File: src/source/cen_gen_defs.svh
// shared widths, window length and register map of the clock-enable generator, include where needed
`ifndef CEN_GEN_DEFS_SVH
`define CEN_GEN_DEFS_SVH

`define CEN_CHANNELS 2      // independent enable channels
`define CEN_FRAC_W   10     // width of n and m
`define CEN_DIV_W    2      // base enable plus halvings
`define CEN_CNT_W    16     // tally width
`define CEN_WINDOW   1000   // measurement length in clocks
`define CEN_ADDR_W   8      // axi byte address width

// register map, ratio and count repeat per channel
`define CEN_REG_CTRL   8'h00
`define CEN_REG_STATUS 8'h04
`define CEN_REG_RATIO0 8'h08
`define CEN_REG_COUNT0 8'h0C
`define CEN_REG_STRIDE 8

`define CEN_RESP_OKAY   2'b00
`define CEN_RESP_SLVERR 2'b10
`endif

File: src/source/cen_gen_pkg.sv
// types shared by the clock-enable generator RTL and its testbench, import with cen_gen_pkg::*
`include "cen_gen_defs.svh"

package cen_gen_pkg;

    typedef logic [`CEN_FRAC_W-1:0] frac_t;  // numerator or denominator
    typedef logic [`CEN_DIV_W-1:0]  cen_t;   // bit 0 base rate, bit 1 halved
    typedef logic [`CEN_CNT_W-1:0]  tally_t; // pulses seen in one window

    typedef struct packed {
        frac_t m;  // denominator
        frac_t n;  // numerator, n <= m
    } ratio_t;

    // master to slave half of the register bus
    typedef struct packed {
        logic [`CEN_ADDR_W-1:0] awaddr;
        logic                   awvalid;
        logic [31:0]            wdata;
        logic [3:0]             wstrb;
        logic                   wvalid;
        logic                   bready;
        logic [`CEN_ADDR_W-1:0] araddr;
        logic                   arvalid;
        logic                   rready;
    } axil_m2s_t;

    typedef struct packed {
        logic        awready;
        logic        wready;
        logic        bvalid;
        logic [1:0]  bresp;
        logic        arready;
        logic        rvalid;
        logic [31:0] rdata;
        logic [1:0]  rresp;
    } axil_s2m_t;

    typedef enum logic [1:0] {st_idle, st_restart, st_measure, st_latch} meas_state_t;

endpackage

File: src/source/cen_ctrl.sv
// AXI4-Lite register block and measurement FSM, one instance inside cen_gen_top
`include "cen_gen_defs.svh"

module cen_ctrl
    import cen_gen_pkg::*;
(
    input  logic                       clk,
    input  logic                       reset,
    input  axil_m2s_t                  axil_req,
    output axil_s2m_t                  axil_rsp,
    output ratio_t [`CEN_CHANNELS-1:0] ratio,
    output logic                       restart,
    output logic                       gate,
    input  tally_t [`CEN_CHANNELS-1:0] cen_tally,
    input  tally_t [`CEN_CHANNELS-1:0] cenb_tally
);
    localparam int WIN_W = $clog2(`CEN_WINDOW + 1);

    meas_state_t      state;
    logic [WIN_W-1:0] win_cnt;   // 0 is the settle cycle, 1..window is gated
    logic             done;
    logic             err;       // sticky, refused ratio write
    logic             busy;

    logic        bvalid;
    logic [1:0]  bresp;
    logic        rvalid;
    logic [31:0] rdata;
    logic        wr_accept;
    logic        rd_accept;
    logic [31:0] wmask;          // byte strobes widened to bits
    logic        start_req;
    logic        clr_err;
    logic [31:0] rd_word;

    logic   [`CEN_CHANNELS-1:0] ratio_sel;
    logic   [`CEN_CHANNELS-1:0] ratio_ok;
    ratio_t [`CEN_CHANNELS-1:0] ratio_new;

    function automatic logic [`CEN_ADDR_W-1:0] ratio_addr(int ch);
        return `CEN_ADDR_W'(`CEN_REG_RATIO0 + ch * `CEN_REG_STRIDE);
    endfunction

    function automatic logic [`CEN_ADDR_W-1:0] count_addr(int ch);
        return `CEN_ADDR_W'(`CEN_REG_COUNT0 + ch * `CEN_REG_STRIDE);
    endfunction

    // n in 9:0, m in 25:16
    function automatic logic [31:0] ratio_word(ratio_t r);
        logic [31:0] w;
        w = '0;
        w[`CEN_FRAC_W-1:0] = r.n;
        w[16 +: `CEN_FRAC_W] = r.m;
        return w;
    endfunction

    assign busy    = state != st_idle;
    assign restart = state == st_restart;
    assign gate    = (state == st_measure) && (win_cnt != '0);

    // write decode
    always_comb begin
        wr_accept = axil_req.awvalid && axil_req.wvalid && !bvalid; // one response in flight
        for (int b = 0; b < 4; b++) begin
            wmask[8*b +: 8] = {8{axil_req.wstrb[b]}};
        end
        start_req = wr_accept && (axil_req.awaddr == `CEN_REG_CTRL)
                    && axil_req.wstrb[0] && axil_req.wdata[0];
        clr_err   = wr_accept && (axil_req.awaddr == `CEN_REG_STATUS)
                    && axil_req.wstrb[0] && axil_req.wdata[2];
        for (int i = 0; i < `CEN_CHANNELS; i++) begin
            ratio_sel[i]   = axil_req.awaddr == ratio_addr(i);
            // merge strobed bytes over the current value
            ratio_new[i].n = (ratio[i].n & ~wmask[`CEN_FRAC_W-1:0])
                             | (axil_req.wdata[`CEN_FRAC_W-1:0] & wmask[`CEN_FRAC_W-1:0]);
            ratio_new[i].m = (ratio[i].m & ~wmask[16 +: `CEN_FRAC_W])
                             | (axil_req.wdata[16 +: `CEN_FRAC_W] & wmask[16 +: `CEN_FRAC_W]);
            // legal ratio and no window running
            ratio_ok[i]    = (ratio_new[i].m != '0) && (ratio_new[i].n <= ratio_new[i].m)
                             && !busy;
        end
    end

    // read decode
    always_comb begin
        rd_accept = axil_req.arvalid && !rvalid;
        rd_word   = '0;  // ctrl and unmapped read as zero
        if (axil_req.araddr == `CEN_REG_STATUS) begin
            rd_word[2:0] = {err, done, busy};
        end
        for (int i = 0; i < `CEN_CHANNELS; i++) begin
            if (axil_req.araddr == ratio_addr(i)) begin
                rd_word = ratio_word(ratio[i]);
            end
            if (axil_req.araddr == count_addr(i)) begin
                rd_word = {cenb_tally[i], cen_tally[i]};
            end
        end
    end

    // write channel, ratio registers and sticky error
    always_ff @(posedge clk) begin
        if (reset) begin
            bvalid <= 1'b0;
            err    <= 1'b0;
            for (int i = 0; i < `CEN_CHANNELS; i++) begin
                ratio[i] <= '{n: frac_t'(1), m: frac_t'(2)}; // half rate default
            end
        end else begin
            if (bvalid && axil_req.bready) bvalid <= 1'b0;
            if (wr_accept) begin
                bvalid <= 1'b1;
                for (int i = 0; i < `CEN_CHANNELS; i++) begin
                    if (ratio_sel[i] && ratio_ok[i]) ratio[i] <= ratio_new[i];
                    if (ratio_sel[i] && !ratio_ok[i]) err <= 1'b1;
                end
                if (clr_err) err <= 1'b0;
            end
        end
    end

    // response code, valid only with bvalid
    always_ff @(posedge clk) begin
        if (wr_accept) begin
            bresp <= ((ratio_sel & ~ratio_ok) != '0) ? `CEN_RESP_SLVERR : `CEN_RESP_OKAY;
        end
    end

    // read channel
    always_ff @(posedge clk) begin
        if (reset) begin
            rvalid <= 1'b0;
        end else if (rd_accept) begin
            rvalid <= 1'b1;
        end else if (axil_req.rready) begin
            rvalid <= 1'b0;
        end
    end

    always_ff @(posedge clk) begin
        if (rd_accept) rdata <= rd_word; // held until rready
    end

    // measurement FSM
    always_ff @(posedge clk) begin
        if (reset) begin
            state   <= st_idle;
            win_cnt <= '0;
            done    <= 1'b0;
        end else begin
            case (state)
                st_idle: begin
                    if (start_req) begin
                        state <= st_restart;
                        done  <= 1'b0;
                    end
                end
                st_restart: begin
                    state   <= st_measure;
                    win_cnt <= '0;
                end
                st_measure: begin
                    win_cnt <= win_cnt + 1'b1;
                    if (win_cnt == WIN_W'(`CEN_WINDOW)) state <= st_latch;
                end
                default: begin  // st_latch, tallies copy out this cycle
                    state <= st_idle;
                    done  <= 1'b1;
                end
            endcase
        end
    end

    always_comb begin
        axil_rsp.awready = wr_accept;
        axil_rsp.wready  = wr_accept;
        axil_rsp.bvalid  = bvalid;
        axil_rsp.bresp   = bresp;
        axil_rsp.arready = !rvalid;
        axil_rsp.rvalid  = rvalid;
        axil_rsp.rdata   = rdata;
        axil_rsp.rresp   = `CEN_RESP_OKAY;
    end

endmodule

File: src/source/frac_cen.sv
// fractional n/m clock-enable accumulator for one channel, instanced per channel by cen_gen_top
`include "cen_gen_defs.svh"

module frac_cen
    import cen_gen_pkg::*;
(
    input  logic   clk,
    input  logic   reset,
    input  logic   restart,   // clears accumulator and edge counters
    input  ratio_t ratio,
    output cen_t   cen,
    output cen_t   cenb       // 180 degree shifted
);
    localparam int AW = `CEN_FRAC_W + 1;  // one spare bit for acc + n

    logic [AW-1:0] step;
    logic [AW-1:0] lim;
    logic [AW-1:0] absmax;    // acc never legally reaches n+m
    logic [AW-1:0] acc;
    logic [AW-1:0] acc_add;
    logic [AW-1:0] acc_wrap;
    logic          half;      // cenb already fired this period
    logic          over;
    logic          halfway;

    cen_t edge_cnt;
    cen_t edge_cnt_b;
    cen_t edge_nxt;
    cen_t edge_nxt_b;
    cen_t toggle;             // carry pattern gives the halvings
    cen_t toggle_b;

    always_comb begin
        step     = {1'b0, ratio.n};
        lim      = {1'b0, ratio.m};
        absmax   = lim + step;
        acc_add  = acc + step;
        acc_wrap = acc_add - lim;
        over     = acc_add >= lim;
        halfway  = (acc_add >= (lim >> 1)) && !half;
        edge_nxt   = edge_cnt + 1'b1;
        edge_nxt_b = edge_cnt_b + 1'b1;
        toggle     = edge_nxt & ~edge_cnt;
        toggle_b   = edge_nxt_b & ~edge_cnt_b;
    end

    always_ff @(posedge clk) begin
        if (reset || restart) begin
            acc        <= '0;
            half       <= 1'b0;
            edge_cnt   <= '0;
            edge_cnt_b <= '0;
            cen        <= '0;
            cenb       <= '0;
        end else begin
            cen  <= '0;  // single cycle pulses
            cenb <= '0;
            if (acc >= absmax) begin
                acc <= '0;  // out of range after a ratio change
            end else begin
                if (halfway) begin
                    half       <= 1'b1;
                    edge_cnt_b <= edge_nxt_b;
                    cenb       <= {toggle_b[`CEN_DIV_W-2:0], 1'b1};
                end
                if (over) begin
                    acc      <= acc_wrap;
                    half     <= 1'b0;  // new period, wins over halfway
                    edge_cnt <= edge_nxt;
                    cen      <= {toggle[`CEN_DIV_W-2:0], 1'b1};
                end else begin
                    acc <= acc_add;
                end
            end
        end
    end

endmodule

File: src/source/cen_tally.sv
// pulse counters of one channel over the measurement window, instanced per channel by cen_gen_top
`include "cen_gen_defs.svh"

module cen_tally
    import cen_gen_pkg::*;
(
    input  logic   clk,
    input  logic   reset,
    input  logic   restart,
    input  logic   gate,        // high for the whole window
    input  logic   cen_pulse,
    input  logic   cenb_pulse,
    output tally_t cen_count,   // last finished window
    output tally_t cenb_count
);
    tally_t run_cen;   // running counts
    tally_t run_cenb;
    logic   gate_d;
    logic   gate_fall;

    assign gate_fall = gate_d && !gate;

    always_ff @(posedge clk) begin
        if (reset) begin
            run_cen    <= '0;
            run_cenb   <= '0;
            gate_d     <= 1'b0;
            cen_count  <= '0;
            cenb_count <= '0;
        end else begin
            gate_d <= gate;
            if (restart) begin
                run_cen  <= '0;
                run_cenb <= '0;
            end else if (gate) begin
                if (cen_pulse)  run_cen  <= run_cen + 1'b1;
                if (cenb_pulse) run_cenb <= run_cenb + 1'b1;
            end
            // outputs hold through the next window
            if (gate_fall) begin
                cen_count  <= run_cen;
                cenb_count <= run_cenb;
            end
        end
    end

endmodule

File: src/source/cen_gen_top.sv
// top of the clock-enable generator, AXI4-Lite control plus per-channel enable datapaths
`include "cen_gen_defs.svh"

module cen_gen_top
    import cen_gen_pkg::*;
(
    input  logic                     clk,
    input  logic                     reset,
    input  axil_m2s_t                axil_req,
    output axil_s2m_t                axil_rsp,
    output cen_t [`CEN_CHANNELS-1:0] cen,
    output cen_t [`CEN_CHANNELS-1:0] cenb
);
    ratio_t [`CEN_CHANNELS-1:0] ratio;
    tally_t [`CEN_CHANNELS-1:0] cen_cnt;
    tally_t [`CEN_CHANNELS-1:0] cenb_cnt;
    logic                       restart;  // shared by all channels
    logic                       gate;

    cen_ctrl u_ctrl (
        .clk        (clk),
        .reset      (reset),
        .axil_req   (axil_req),
        .axil_rsp   (axil_rsp),
        .ratio      (ratio),
        .restart    (restart),
        .gate       (gate),
        .cen_tally  (cen_cnt),
        .cenb_tally (cenb_cnt)
    );

    for (genvar i = 0; i < `CEN_CHANNELS; i++) begin : g_ch
        frac_cen u_frac (
            .clk     (clk),
            .reset   (reset),
            .restart (restart),
            .ratio   (ratio[i]),
            .cen     (cen[i]),
            .cenb    (cenb[i])
        );

        // only the base rate is tallied
        cen_tally u_tally (
            .clk        (clk),
            .reset      (reset),
            .restart    (restart),
            .gate       (gate),
            .cen_pulse  (cen[i][0]),
            .cenb_pulse (cenb[i][0]),
            .cen_count  (cen_cnt[i]),
            .cenb_count (cenb_cnt[i])
        );
    end

endmodule

File: config.mk
export PLATFORM = sky130hd
export DESIGN_NAME = cen_gen_top
export DESIGN_NICKNAME = d
export VERILOG_FILES = /design/src/source/cen_gen_pkg.sv /design/src/source/cen_ctrl.sv /design/src/source/frac_cen.sv /design/src/source/cen_tally.sv /design/src/source/cen_gen_top.sv
export VERILOG_INCLUDE_DIRS = /design/src /design/src/source
export SDC_FILE = /design/constraint.sdc
export NUM_CORES = 1
export LEC_CHECK = 0
export ABC_CLOCK_PERIOD_IN_PS = 6500
export BUFFER_PORTS_ARGS = -buffer_cell sky130_fd_sc_hd__buf_2
export CAP_MARGIN = 10
export CORE_MARGIN = 3
export CORE_UTILIZATION = 50
export DETAILED_ROUTE_END_ITERATION = 10
export GPL_ROUTABILITY_DRIVEN = 1
export PLACE_DENSITY = 0.7
export SYNTH_ARGS = -nofsm -noshare
export SYNTH_HDL_FRONTEND = slang
export SYNTH_SLANG_ARGS = --single-unit
File: constraint.sdc
create_clock -name clk -period 6.5 [get_ports clk]
set_input_delay 0.65 -clock clk [delete_from_list [all_inputs] [get_ports clk]]
set_output_delay 0.65 -clock clk [all_outputs]
set_load 0.005 [all_outputs]
# [Word-level counts from Yosys, hierarchy flattened]
# Index checks and enable logic that the tools add are counted.
[op_classes] add_sub_neg=15 magnitude_cmp=8 n_eq_ne=13 muxes=29 bitwise_logic=29 reduce_logical=67
[op_table] op="$mux W32" n=3
[op_table] op="$add A16 B1 Y16 const B" n=4
[op_table] op="$and A10 B10 Y10" n=6
[op_table] op="$or A10 B10 Y10" n=4
[op_table] op="$reduce_and A2 Y1" n=15
[op_table] op="$reduce_bool A10 Y1" n=3
[op_table] op="$mux W26" n=1
[op_table] op="$eq A8 B4 Y1 const B" n=3
[op_table] op="$eq A8 B5 Y1 const B" n=3
[op_table] op="$add A10 B10 Y11" n=2
[op_table] op="$add A11 B10 Y11" n=2
[op_table] op="$ge A11 B10 Y1" n=2
[op_table] op="$ge A11 B11 Y1" n=2
[op_table] op="$ge A11 B9 Y1" n=2
[op_table] op="$logic_and A1 B1 Y1" n=22
[op_table] op="$mux W11" n=2
[op_table] op="$sub A11 B10 Y11" n=2
[op_table] op="$le A10 B10 Y1" n=2
[op_table] op="$not A10 Y10" n=2
[op_table] op="$pmux W10 S2" n=1
[op_table] op="$eq A8 B3 Y1 const B" n=2
[op_table] op="$mux W1" n=16
[op_table] op="$reduce_bool A2 Y1" n=7
[op_table] op="$reduce_or A3 Y1" n=4
[op_table] op="other kinds (21)" n=49
[totals] register_bits=259 in_bits=59 output_inout_bits=49 elab_cells=198

# [Depth between registers and ports, before layout]
[depth] ltp_word=11 depth_mapped=19 depth_no_buf=18

# [Hierarchy]
# From an unflattened synthesis, not the netlist that was laid out.
[unflattened] hier_cells=1744 hier_area_um2=15184.6
[modules_own_cells] mod="cen_ctrl" instances=1 cells_each=553 area_per_inst_um2=5320.1 seq_area_each_um2=2112.0
[modules_own_cells] mod="cen_tally" instances=2 cells_each=307 area_per_inst_um2=2551.2 seq_area_each_um2=1301.2
[modules_own_cells] mod="frac_cen (g_ch[1].u_frac)" instances=1 cells_each=295 area_per_inst_um2=2423.6 seq_area_each_um2=360.3
[modules_own_cells] mod="frac_cen (g_ch[0].u_frac)" instances=1 cells_each=282 area_per_inst_um2=2338.5 seq_area_each_um2=360.3

# [Worst setup path before layout]
# No wires, ideal clock.
[synth_path] kind="reg2reg" from="reg, netlist name u_ctrl.ratio[20]" to="reg g_ch[1].u_frac.acc[4]" setup_ns=0.128 arrival_time_ns=3.482 t_required_ns=6.372 setup_slack_ns=2.890 path_stages_with_launch=18 path_buffers=1 period_less_slack_ns=3.610 path_cell_list="dfxtp_1 ha_1 inv_1 fa_1 nor2b_1 o31a_1 o21ai_0 a21oi_1 xor2_1 ha_1 and2_1 o21ai_0 o21a_1 a31oi_1 nor4_4 buf_6 mux2i_1 nor2_1"
[synth_via] elab_chain_len=3 word_cells_on_any_way=7 cone_classes="3 x add/sub; 2 x order compare; 1 x mux; 1 x reduce/logical"
[synth_lines] element="$add A11 B10 Y11 / $add A10 B10 Y11 (equally long branches)" line="frac_cen.sv:37, frac_cen.sv:36"
[synth_lines] element="$sub A11 B10 Y11 (tied with other cells)" line="frac_cen.sv:38" text="acc_wrap = acc_add - lim;"
[synth_lines] element="$mux W11 / $reduce_or A2 Y1 (equally long branches)"
[synth_lines] element="end signal, assigned" line="frac_cen.sv:67" text="acc <= acc_wrap;"
[synth_lines] element="end, declared" line="frac_cen.sv:19" text="logic [AW-1:0] acc;"
# Several ways; a longest one is shown, not always the timed one.
# A chain may end at the register's enable or synchronous reset.

# [Worst setup path after layout]
[layout_path] from="reg, netlist name u_ctrl.ratio[20]" to="reg g_ch[1].u_frac.acc[5]"
[layout_via] elab_chain_len=3 word_cells_on_any_way=7 cone_classes="3 x add/sub; 2 x order compare; 1 x mux; 1 x reduce/logical"
[layout_lines] element="$add A11 B10 Y11 / $add A10 B10 Y11 (equally long branches)" line="frac_cen.sv:37, frac_cen.sv:36"
[layout_lines] element="$sub A11 B10 Y11 (tied with other cells)" line="frac_cen.sv:38"
[layout_lines] element="$mux W11 / $reduce_or A2 Y1 (equally long branches)"
# Several ways; a longest one is shown, not always the timed one.

==> impl_metrics.json <==
{
  "hold_viol": 0,
  "track_usage_pct": 23.4,
  "syn2layout_area_growth_pct": 10.9,
  "hold-worst-slack_ps": 292,
  "post_dp_cell_area_mm2": 0.0154,
  "fin_tns_setup_ps": 0,
  "initial_core_util_pct": 51.0,
  "cts_setup_buffers": 0,
  "synth_top_area_share_pct": 30.0,
  "powerDensity_mw_per_mm2": 286,
  "numPortBuffers": 92,
  "path_max_fanout": 16,
  "clk_transition_reported_paths_ps": 60,
  "hp-class": "input pin to flop",
  "critPathLaunchType": "flop",
  "synth_warnings": 0,
  "syn_avg_cell_area_um2": 8.72,
  "critPathRequiredTime_ps": 6920,
  "regArea_mm2": 0.00542,
  "antenna-diode-count": 0,
  "clock_sinks": 254,
  "tritoncts": "done",
  "cts-root-buf": "clkbuf_16",
  "endpoint_kind": "flop",
  "fill_cells": 2650,
  "ir_drop_v": 0.000258,
  "num_io_pins": 108,
  "dieArea_mm2": 0.0315,
  "p_sw_mw": 1.47,
  "multi_input_area_mm2": 0.00862,
  "core-area_mm2": 0.0289,
  "synth_seq_cells": 254,
  "synth_edf_count": 33,
  "leakage_nw": 6.74,
  "postLayoutCoreUtil_pct": 56.6,
  "gr-total-overflow": 0,
  "synth_top_area_cell": "dfxtp_1",
  "relSlewSlack_pct": 21.5,
  "fin_worst_skew_ps": 18.7,
  "ctsResizeCount": 0,
  "power_mw": 4.68,
  "hold_buffers": 0,
  "final.period_utilization_pct": 68.5,
  "grt_pass1_wl_um": 59500,
  "ant_nets": 0,
  "intPower_mw": 3.21,
  "routedWlPerCell_um": 17.5,
  "seq_area_frac_synth_pct": 36.8,
  "setup_violations": 0,
  "tightest_slew_ps": 1170,
  "pwr-share-comb_pct": 27.7,
  "vias_per_cell": 5.71,
  "drt_iter0_markers": 923,
  "yosysUniqueCellTypes": 83,
  "synthTopCellsByCount": "dfxtp_1 (221), nand2_1 (198), nor2_1 (158)",
  "synth.area.top_cells": "dfxtp_1 (30%), ha_1 (11%), edfxtp_1 (6.7%)",
  "max_freq_mhz": 225,
  "nets": 1937,
  "clockBufferDepth": 3,
  "rsz0062_at_grt": "no",
  "maxCapViolations": 0,
  "clk-insertion-delay-late_ps": 550,
  "post-route-drc-count": 0,
  "grt_pass1_vias": 11526,
  "crit_path_cell_trace": "ha_1, inv_1, fa_1, nor2b_1, o31a_1, o21ai_0, a21oi_1, xor2_1, ha_1, and2_1, o21ai_0, o21a_1, a31oi_1, nor4_4, mux2i_1, nor2_1",
  "worstSetupPathType": "flop to flop",
  "fin_area_mm2": 0.0163,
  "p_sw_share_pct": 31.3,
  "slowest_delay_ps": 870,
  "synthArstFlopShare_pct": 0,
  "p_seq_share_pct": 36.7,
  "synth_ff_type": "dfxtp_1",
  "row_count": 62,
  "netlist_instances": 1689,
  "drt_pass1_iterations": 5,
  "maxSlewViolCount": 0,
  "syn_area_mm2": 0.0147,
  "pwr-share-clk_pct": 35.6,
  "drive_gt1_share_pct": 10.2,
  "layout_min_cycle_time_ps": 4450,
  "dr_total_vias": 12269,
  "synth.most_common_cell": "dfxtp_1",
  "worstPathArrival_ps": 4870,
  "grt_max_degree": 75,
  "status": "complete, no violations",
  "numCtsBuffers": 28,
  "dpl.hpwl_um": 27500,
  "wl_um": 37700,
  "cpMaxStageDelayCell": "nor4_4",
  "die_x_um": 178,
  "die_h_um": 178,
  "antenna_found_initial": 0,
  "cts_max_level": 1,
  "gp_congestion": 0.917
}
registers in the layout (all words and copies together) (netlist names):
register and cells:
g_ch.u_frac.acc 22, u_ctrl.err 1, u_ctrl.rvalid 1, g_ch.u_frac.half 2, g_ch.u_tally.run_cenb 32, g_ch.u_tally.run_cen 32, u_ctrl.bvalid 1, u_ctrl.state 2
g_ch.u_frac.cenb 4, g_ch.u_frac.edge_cnt 2, u_ctrl.bresp 1, g_ch.u_tally.cen_count 32, u_ctrl.win_cnt 10, g_ch.u_tally.cenb_count 32, g_ch.u_frac.cen 4, u_ctrl.done 1
g_ch.u_frac.edge_cnt_b 2, g_ch.u_tally.gate_d 1, u_ctrl.ratio 40, u_ctrl.rdata 32
final timing paths:
path / startpoint / to / slack [ps] / cells past startpoint
setup reg to reg: u_ctrl.ratio[20] / g_ch[1].u_frac.acc[5] / 2050 / 16
hold / removal: axil_req[0] / u_ctrl.rvalid / 290 / 2
hold reg to reg: g_ch[1].u_frac.edge_cnt[0] / g_ch[1].u_frac.cen[1] / 440 / 1
setup / recovery: u_ctrl.ratio[20] / g_ch[1].u_frac.acc[5] / 2050 / 16
worst max-delay path: cells and delay by family, from the launching register on:
| kind | cells | cell delay, ps |
|---|---|---|
| compound gates | 6 | 930 |
| xor+xnor | 1 | 350 |
| fa+ha+maj | 3 | 1000 |
| buf+inv | 1 | 70 |
| flops | 1 | 430 |
| mux | 1 | 280 |
| simple gates | 4 | 1270 |
power groups by stage:
stage | combinational [mW] | sequential [mW] | clock [mW]
final | 1.30 | 1.71 | 1.66
after global routing | 1.46 | 1.72 | 1.75
after floorplan | 1.04 | 1.73 | 0
after global placement | 1.25 | 1.75 | 0
after CTS | 1.30 | 1.71 | 1.68
after detailed placement | 1.29 | 1.75 | 0
per-stage QoR:
step | instances | setup slack [ps]
final | 2148 | 2050
after global routing | 2148 | 1620
after CTS | 2148 | 2030
after detailed placement | 2096 | 2050
after global placement | 2096 | 2160
after floorplan | 1691 | 2890
cells by family after synthesis:
family,Yosys count,share of synthesized area [%]
compound gates,362,15.5
mux,88,5.98
other cells,1,0.0255
simple gates,582,19.0
fa+ha+maj,136,11.9
flops,254,36.8
buf+inv,166,4.87
xor+xnor,100,5.95
cell type report:
type | instances | share of cell area (%)
repair buffers | 100 | 3.20
well taps | 384 | 2.94
clock inverters | 20 | 1.50
inverters | 87 | 2.00
flip-flops and latches | 254 | 33.2
clock buffers | 32 | 4.38
multi-input cells | 1271 | 52.8
placed cells by master (no fill, tap or decap), types with 13 or more instances in the layout:
| cell type | n |
|---|---|
| nor3_1 | 27 |
| clkbuf_16 | 28 |
| a21oi_1 | 134 |
| a22oi_1 | 13 |
| nand4_1 | 25 |
| nor2b_1 | 29 |
| nand3_1 | 39 |
| o22ai_1 | 18 |
| mux2i_1 | 88 |
| ha_1 | 130 |
| inv_1 | 87 |
| nand2_1 | 198 |
| o21ai_0 | 65 |
| o21a_1 | 14 |
| dfxtp_1 | 221 |
| nor2_1 | 158 |
| and3_1 | 16 |
| buf_2 | 91 |
| a211oi_1 | 23 |
| a21o_1 | 21 |
| edfxtp_1 | 33 |
| xor2_1 | 58 |
| xnor2_1 | 42 |
layer usage:
layer	up-vias	track usage (%)	routed length (um)	part of all wire, %
li1	6072	-	-	-
met1	5815	31.3	16900	45
met2	295	38.6	17400	46
met3	87	3.57	2070	5.5
met4	0	7.79	1310	3.5
met5	-	0	0	0
Power figures use the tool's default switching activity.
